### src/design/alu_defs.svh
`ifndef ALU_DEFS_SVH
`define ALU_DEFS_SVH

// Datapath width of the execute unit
`define ALU_WIDTH 32

// Shift amount taken from the low bits of operand b
`define ALU_SHAMT_WIDTH 5

`endif

### src/design/alu_pkg.sv
package alu_pkg;

  // Operation codes, upper two bits select the result group
  typedef enum logic [3:0] {
    ADDU  = 4'b0000,
    ADD   = 4'b0001,  // Overflow flagged
    SUBU  = 4'b0010,
    SUB   = 4'b0011,  // Overflow flagged
    AND   = 4'b0100,
    OR    = 4'b0101,
    XOR   = 4'b0110,
    NOR   = 4'b0111,
    SLTU  = 4'b1000,
    SLT   = 4'b1001,
    SLL   = 4'b1100,
    SRL   = 4'b1101,
    SRA   = 4'b1110,
    PASSA = 4'b1111
  } alu_op_t;

  typedef enum logic [1:0] {
    ARITH,
    LOGIC,
    COMPARE,
    SHIFT
  } alu_group_t;

  // Low two op bits inside the shift group
  typedef enum logic [1:0] {
    SHIFT_SLL,
    SHIFT_SRL,
    SHIFT_SRA,
    SHIFT_PASS
  } shift_kind_t;

endpackage

### src/design/adder.sv
`timescale 1ns/1ps
`include "alu_defs.svh"

module adder (
  input  logic [`ALU_WIDTH-1:0] a,
  input  logic [`ALU_WIDTH-1:0] b,     // Already inverted on subtract
  input  logic                  cin,
  input  alu_pkg::alu_op_t      op,
  output logic                  carry,
  output logic                  overflow,
  output logic                  zero,
  output logic [`ALU_WIDTH-1:0] sum
);

  logic is_sub;
  logic b_sign;
  logic sum_flip;

  cla_adder32 u_cla_adder32 (.a(a), .b(b), .cin(cin), .sum(sum), .cout(carry));

  assign is_sub   = ((op[3:2] == 2'b00) && op[1]) || (op[3:2] == 2'b10);
  assign b_sign   = b[`ALU_WIDTH-1] ^ is_sub;   // Sign of the original b
  assign sum_flip = sum[`ALU_WIDTH-1] != a[`ALU_WIDTH-1];

  // Raw signed overflow, masked per op in the ALU
  assign overflow = (!is_sub && (a[`ALU_WIDTH-1] == b_sign) && sum_flip)
                 || (is_sub && (a[`ALU_WIDTH-1] != b_sign) && sum_flip);

  assign zero = ~|sum;

endmodule

### src/design/alu.sv
`timescale 1ns/1ps
`include "alu_defs.svh"

module alu (
  input  logic [`ALU_WIDTH-1:0] a,
  input  logic [`ALU_WIDTH-1:0] b,
  input  alu_pkg::alu_op_t      op,
  output logic [`ALU_WIDTH-1:0] result,
  output logic                  zero,
  output logic                  overflow
);

  logic                  sub;
  logic                  sig;
  logic                  ovf_en;
  alu_pkg::alu_group_t   grp;
  alu_pkg::shift_kind_t  kind;

  logic [`ALU_WIDTH-1:0] b_cond;
  logic [`ALU_WIDTH-1:0] add_sum;
  logic                  add_carry;
  logic                  add_ovf;

  logic [`ALU_WIDTH-1:0] logic_res;
  logic [`ALU_WIDTH-1:0] shift_res;
  logic [`ALU_WIDTH-1:0] slt_res;
  logic                  less;

  // Subtract for SUBU, SUB and the compares
  assign sub    = ((op[3:2] == 2'b00) && op[1]) || (op[3:2] == 2'b10);
  assign sig    = op[0];
  assign ovf_en = (op == alu_pkg::ADD) || (op == alu_pkg::SUB);
  assign grp    = alu_pkg::alu_group_t'(op[3:2]);
  assign kind   = alu_pkg::shift_kind_t'(op[1:0]);

  assign b_cond = b ^ {`ALU_WIDTH{sub}};

  adder u_adder (
    .a        (a),
    .b        (b_cond),
    .cin      (sub),
    .op       (op),
    .carry    (add_carry),
    .overflow (add_ovf),
    .zero     (zero),
    .sum      (add_sum)
  );

  shifter u_shifter (
    .a       (a),
    .shamt   (b[`ALU_SHAMT_WIDTH-1:0]),
    .kind    (kind),
    .shifted (shift_res)
  );

  always_comb
  begin
    case (op[1:0])
      2'b00:   logic_res = a & b;
      2'b01:   logic_res = a | b;
      2'b10:   logic_res = a ^ b;
      default: logic_res = ~(a | b);
    endcase
  end

  // No carry out means a < b when unsigned
  assign less    = sig ? (add_ovf ^ add_sum[`ALU_WIDTH-1]) : (add_carry ^ sub);
  assign slt_res = {{(`ALU_WIDTH-1){1'b0}}, less};

  assign overflow = add_ovf & ovf_en;

  always_comb
  begin
    case (grp)
      alu_pkg::ARITH:   result = add_sum;
      alu_pkg::LOGIC:   result = logic_res;
      alu_pkg::COMPARE: result = slt_res;
      default:          result = shift_res;
    endcase
  end

endmodule

### src/design/alu_exec_unit.sv
`timescale 1ns/1ps
`include "alu_defs.svh"

module alu_exec_unit (
  input  logic                  clk,
  input  logic                  rst_n,
  input  logic                  req,
  input  alu_pkg::alu_op_t      op,
  input  logic [`ALU_WIDTH-1:0] a,
  input  logic [`ALU_WIDTH-1:0] b,
  output logic                  ack,
  output logic [`ALU_WIDTH-1:0] result,
  output logic                  zero,
  output logic                  overflow
);

  typedef enum logic [1:0] {
    ST_IDLE,
    ST_BUSY,   // Operands held, ALU settling
    ST_DONE    // Ack high until req drops
  } state_t;

  state_t                state;
  state_t                state_nxt;

  alu_pkg::alu_op_t      op_q;
  logic [`ALU_WIDTH-1:0] a_q;
  logic [`ALU_WIDTH-1:0] b_q;

  logic [`ALU_WIDTH-1:0] alu_result;
  logic                  alu_zero;
  logic                  alu_overflow;

  alu u_alu (
    .a        (a_q),
    .b        (b_q),
    .op       (op_q),
    .result   (alu_result),
    .zero     (alu_zero),
    .overflow (alu_overflow)
  );

  always_comb
  begin
    state_nxt = state;
    case (state)
      ST_IDLE: if (req) state_nxt = ST_BUSY;
      ST_BUSY: state_nxt = ST_DONE;
      ST_DONE: if (!req) state_nxt = ST_IDLE;
      default: state_nxt = ST_IDLE;
    endcase
  end

  always_ff @(posedge clk)
  begin
    if (!rst_n)
      state <= ST_IDLE;
    else
      state <= state_nxt;
  end

  always_ff @(posedge clk)
  begin
    if (state == ST_IDLE && req)   // Requester holds these until ack
    begin
      op_q <= op;
      a_q  <= a;
      b_q  <= b;
    end
  end

  // Outputs stay put through done and idle
  always_ff @(posedge clk)
  begin
    if (!rst_n)
    begin
      result   <= '0;
      zero     <= 1'b0;
      overflow <= 1'b0;
    end
    else if (state == ST_BUSY)
    begin
      result   <= alu_result;
      zero     <= alu_zero;
      overflow <= alu_overflow;
    end
  end

  assign ack = (state == ST_DONE);

endmodule

### src/design/cla_4.sv
`timescale 1ns/1ps

module cla_4 (
  input  logic [3:0] p,
  input  logic [3:0] g,
  input  logic       c_in,
  output logic [4:1] c,
  output logic       gx,
  output logic       px
);

  assign c[1] = g[0] | (p[0] & c_in);
  assign c[2] = g[1] | (p[1] & g[0]) | (p[1] & p[0] & c_in);
  assign c[3] = g[2] | (p[2] & g[1]) | (p[2] & p[1] & g[0])
              | (p[2] & p[1] & p[0] & c_in);
  assign c[4] = gx | (px & c_in);

  // Group terms for the next level up
  assign px = &p;
  assign gx = g[3] | (p[3] & g[2]) | (p[3] & p[2] & g[1])
            | (p[3] & p[2] & p[1] & g[0]);

endmodule

### src/design/cla_adder32.sv
`timescale 1ns/1ps
`include "alu_defs.svh"

module cla_adder32 (
  input  logic [`ALU_WIDTH-1:0] a,
  input  logic [`ALU_WIDTH-1:0] b,
  input  logic                  cin,
  output logic [`ALU_WIDTH-1:0] sum,
  output logic                  cout
);

  logic [31:0] g;
  logic [31:0] p;
  logic [32:1] c;     // Bit carries from the first level
  logic [7:0]  g_l1;
  logic [7:0]  p_l1;
  logic [8:1]  c_l1;  // Group carries, two halves
  logic [1:0]  g_l2;
  logic [1:0]  p_l2;
  logic [4:1]  c_l2;  // Root carries, only two used
  logic [7:0]  c_grp; // Carry into each nibble

  assign g = a & b;
  assign p = a | b;

  assign c_grp = {c_l1[7:5], c_l2[1], c_l1[3:1], cin};

  for (genvar i = 0; i < 8; i++)
  begin : g_nibble
    cla_4 u_cla (.p(p[4*i+3 -: 4]), .g(g[4*i+3 -: 4]), .c_in(c_grp[i]),
                 .c(c[4*i+4 -: 4]), .gx(g_l1[i]), .px(p_l1[i]));
  end

  cla_4 u_cla_lo (.p(p_l1[3:0]), .g(g_l1[3:0]), .c_in(cin),
                  .c(c_l1[4:1]), .gx(g_l2[0]), .px(p_l2[0]));
  cla_4 u_cla_hi (.p(p_l1[7:4]), .g(g_l1[7:4]), .c_in(c_l2[1]),
                  .c(c_l1[8:5]), .gx(g_l2[1]), .px(p_l2[1]));

  // Root cell, upper half of its inputs tied low
  cla_4 u_cla_root (.p({2'b00, p_l2}), .g({2'b00, g_l2}), .c_in(cin),
                    .c(c_l2), .gx(), .px());

  assign sum  = a ^ b ^ {c[31:1], cin};
  assign cout = c_l2[2];

endmodule

### src/design/shifter.sv
`timescale 1ns/1ps
`include "alu_defs.svh"

module shifter (
  input  logic [`ALU_WIDTH-1:0]       a,
  input  logic [`ALU_SHAMT_WIDTH-1:0] shamt,
  input  alu_pkg::shift_kind_t        kind,
  output logic [`ALU_WIDTH-1:0]       shifted
);

  logic [`ALU_WIDTH-1:0] sll_v;
  logic [`ALU_WIDTH-1:0] srl_v;
  logic [`ALU_WIDTH-1:0] sra_v;

  // One stage per shamt bit, stage i moves by 2**i
  always_comb
  begin
    sll_v = a;
    srl_v = a;
    sra_v = a;
    for (int i = 0; i < `ALU_SHAMT_WIDTH; i++)
    begin
      if (shamt[i])
      begin
        sll_v = sll_v << (1 << i);
        srl_v = srl_v >> (1 << i);
        sra_v = $signed(sra_v) >>> (1 << i);  // Sign fill
      end
    end
  end

  always_comb
  begin
    case (kind)
      alu_pkg::SHIFT_SLL: shifted = sll_v;
      alu_pkg::SHIFT_SRL: shifted = srl_v;
      alu_pkg::SHIFT_SRA: shifted = sra_v;
      default:            shifted = a;
    endcase
  end

endmodule

### config.mk
export PLATFORM = sky130hd
export DESIGN_NAME = alu_exec_unit
export DESIGN_NICKNAME = d
export VERILOG_FILES = /design/src/design/alu_pkg.sv /design/src/design/adder.sv /design/src/design/alu.sv /design/src/design/alu_exec_unit.sv /design/src/design/cla_4.sv /design/src/design/cla_adder32.sv /design/src/design/shifter.sv
export VERILOG_INCLUDE_DIRS = /design/src /design/src/design
export SDC_FILE = /design/constraint.sdc
export NUM_CORES = 1
export LEC_CHECK = 0
export BUFFER_PORTS_ARGS = -buffer_cell sky130_fd_sc_hd__buf_2
export CORE_ASPECT_RATIO = 1.75
export CORE_UTILIZATION = 35
export CTS_BUF_LIST = sky130_fd_sc_hd__clkbuf_8
export DETAILED_ROUTE_END_ITERATION = 16
export PLACE_DENSITY = 0.6
export SLEW_MARGIN = 20
export SYNTH_ARGS = -nofsm -noshare
export SYNTH_HDL_FRONTEND = slang
export SYNTH_HIERARCHICAL = 1
export SYNTH_SLANG_ARGS = --single-unit
### constraint.sdc
create_clock -name clk -period 6 [get_ports clk]
set_clock_uncertainty 0.1 [all_clocks]
set_input_delay 0.3 -clock clk [delete_from_list [all_inputs] [get_ports clk]]
set_output_delay 0.3 -clock clk [all_outputs]
set_load 0.01 [all_outputs]
==> results_dict.tcl <==
set metrics [dict create \
    clock_tree.root_cell "clkbuf_8" \
    ys.warnings.count 6 \
    largest_driver_fanout_on_the_critical_path 18 \
    stdcell_count 2102 \
    postLayoutSetupSlackWorst_ns 0.826 \
    detailed_place_hpwl_mm 35.4 \
    grt_start_max_net_pins 94 \
    totalWireLength_mm 49.0 \
    antenna_violating_nets_post_route 0 \
    detail_route.vias_per_cell 5.84 \
    p_per_area_mw_per_mm2 189 \
    vdd.ir_drop.worst_uv 175 \
    initial_utilization_pct 35.7 \
    worst-slew-pin-transition_ns 1.24 \
    finalWorstPathRequiredPeriod_ns 5.17 \
    whs_path_depth 1 \
    clock_latency_ns 0.45 \
    drt-initial-drc-count 960 \
    achievable-frequency_mhz 193 \
    maxSlewHeadroom_pct 17.6 \
    post_synth.cell_area_avg_um2 8.50 \
    worst_setup_slack_after_placement_ns 0.915 \
    core-area_mm2 0.0363 \
    postCtsSetupBuffers 0 \
    min_path_type "in2reg" \
    cp-start-kind "flop" \
    critical_path_class "reg2reg" \
    layout-drive-gt1-share_pct 17.0 \
    placement.io_buffers 105 \
    result_of_the_run "finished, final reports clean" \
    number_of_standard_cells_after_synthesis 1523 \
    die_area_mm2 0.0378 \
    worst-endpoint-arrival_ns 5.44 \
    dpl_cell_area_mm2 0.0137 \
    cellLeakagePower_nw 6.39 \
    post-route-period-util_pct 86.2 \
    required_ns 6.27 \
    final_core_utilization_pct 40.1 \
    max-clock-path-buffers 2 \
    overall_track_demand_over_capacity_in_global_routing_pct 26.2 \
    cts_inserted_buffers 9 \
    fin_total_pwr_mw 2.76 \
    cts_sink_count 104 \
    wl_per_cell_um 23.3 \
    hold_viol_final 0 \
    synth_fp_nets 1722 \
    initial_antenna_violation_count 2 \
    synthesis.area_mm2 0.0130 \
    setup_viol_count_final 0 \
    vias 12285 \
    worst_setup_hold_path_clk_slew_ns 0.13 \
    num-nets-final 1824 \
    dr.pass1.iters 5 \
    top_level_ports 106 \
    globalRoute.totalOverflow 0 \
    placed_instances 2017 \
    die_y_um 256 \
    wire_length_of_the_first_global_routing_pass_mm 74.2 \
    cts_htree_levels 3 \
    slew_violations 0 \
    area.growth.synth_to_final_pct 12.3 \
    layout.filler_cells 3630 \
    drv.max_cap_violation_count 0 \
    layout.cell_area.non_filler_mm2 0.0145 \
    fin_hold_ws_ns 0.0973 \
    tritoncts "done" \
    via_count_of_the_first_global_routing_pass 12188 \
    chipWidth_um 147 \
    ff2ff_path_depth 26 \
    remaining_drc_errors 0 \
    gp_congestion 0.997 \
    final.setup.tns_ns 0 \
    worstSetupEndpointType "flop" \
    rsz0062_at_grt "false" \
    timing.reg2reg.setup_slack_ns 0.83 \
    rows 92 \
]
sequential cells by signal, summed over array words and instances, names as in the netlist:
name	flops
a_q	32
b_q	32
result	32
op_q	4
state	2
overflow	1
zero	1
area by class of cell:
type	instances	area, um2	share of cell area, %
antenna	2	5.00	0.0344
clock buffer	9	124	0.851
tap	470	588	4.04
timing repair buffer	200	1420	9.75
multi-input combinational	1130	8880	61.0
inverter	180	681	4.68
sequential	104	2760	19.0
clock inverter	7	93.8	0.645
worst max-delay path, stage by stage, from the launching register on:
cell and delay, ns:
edfxtp_1 0.52, o21bai_4 0.62, xnor2_1 0.19, inv_1 0.09, ha_1 0.14, inv_1 0.07
a21oi_1 0.18, o21ai_1 0.12, a21oi_1 0.18, o21ai_1 0.09, a21o_1 0.25, a21o_1 0.22
a21oi_2 0.15, inv_2 0.05, a21o_1 0.16, a21o_1 0.18, a21oi_2 0.15, inv_2 0.05
a21o_1 0.18, xor2_1 0.35, o21ai_0 0.23, xnor2_1 0.17, a211oi_1 0.23, a21oi_1 0.07
o22ai_1 0.14, nand2_1 0.06, mux2i_1 0.16
power breakdown:
group          leakage, nW  internal (mW)  total [mW]  switching, mW
logic                 5.33          0.532        1.34          0.806
registers            0.943          0.817       0.915         0.0976
clock network        0.109          0.202       0.504          0.302
total                 6.39           1.55        2.76           1.21
final timing paths:
check              from          to
max             op_q[3]   result[0]
min               op[1]     op_q[1]
max reg2reg     op_q[3]   result[0]
min reg2reg  result[31]  result[31]
cell usage in the layout, fill, tap and decap left out, types with 27 or more instances in the layout:
master	n
edfxtp_1	68
buf_4	27
xor2_1	33
a21oi_1	67
ha_1	128
nor2_1	113
xnor2_1	34
nand2_1	154
inv_1	165
mux4_2	53
mux2i_1	82
o21ai_1	50
dfxtp_1	36
o21ai_0	49
buf_2	105
dlygate4sd3_1	67
a22oi_1	36
timing repair:
action | CTS | global route
hold buffers | 67 | 0
resized for setup | 0 | 0
endpoints found under the hold margin | 67 | 0
routing by layer:
metal	routed length (um)	vias up	track usage, %
li1	-	5617	-
met1	17600	5936	27.4
met2	24700	540	46.5
met3	2730	190	4.06
met4	3930	2	19.7
met5	9	-	0
Note: power is estimated with default switching activity, not from simulation.
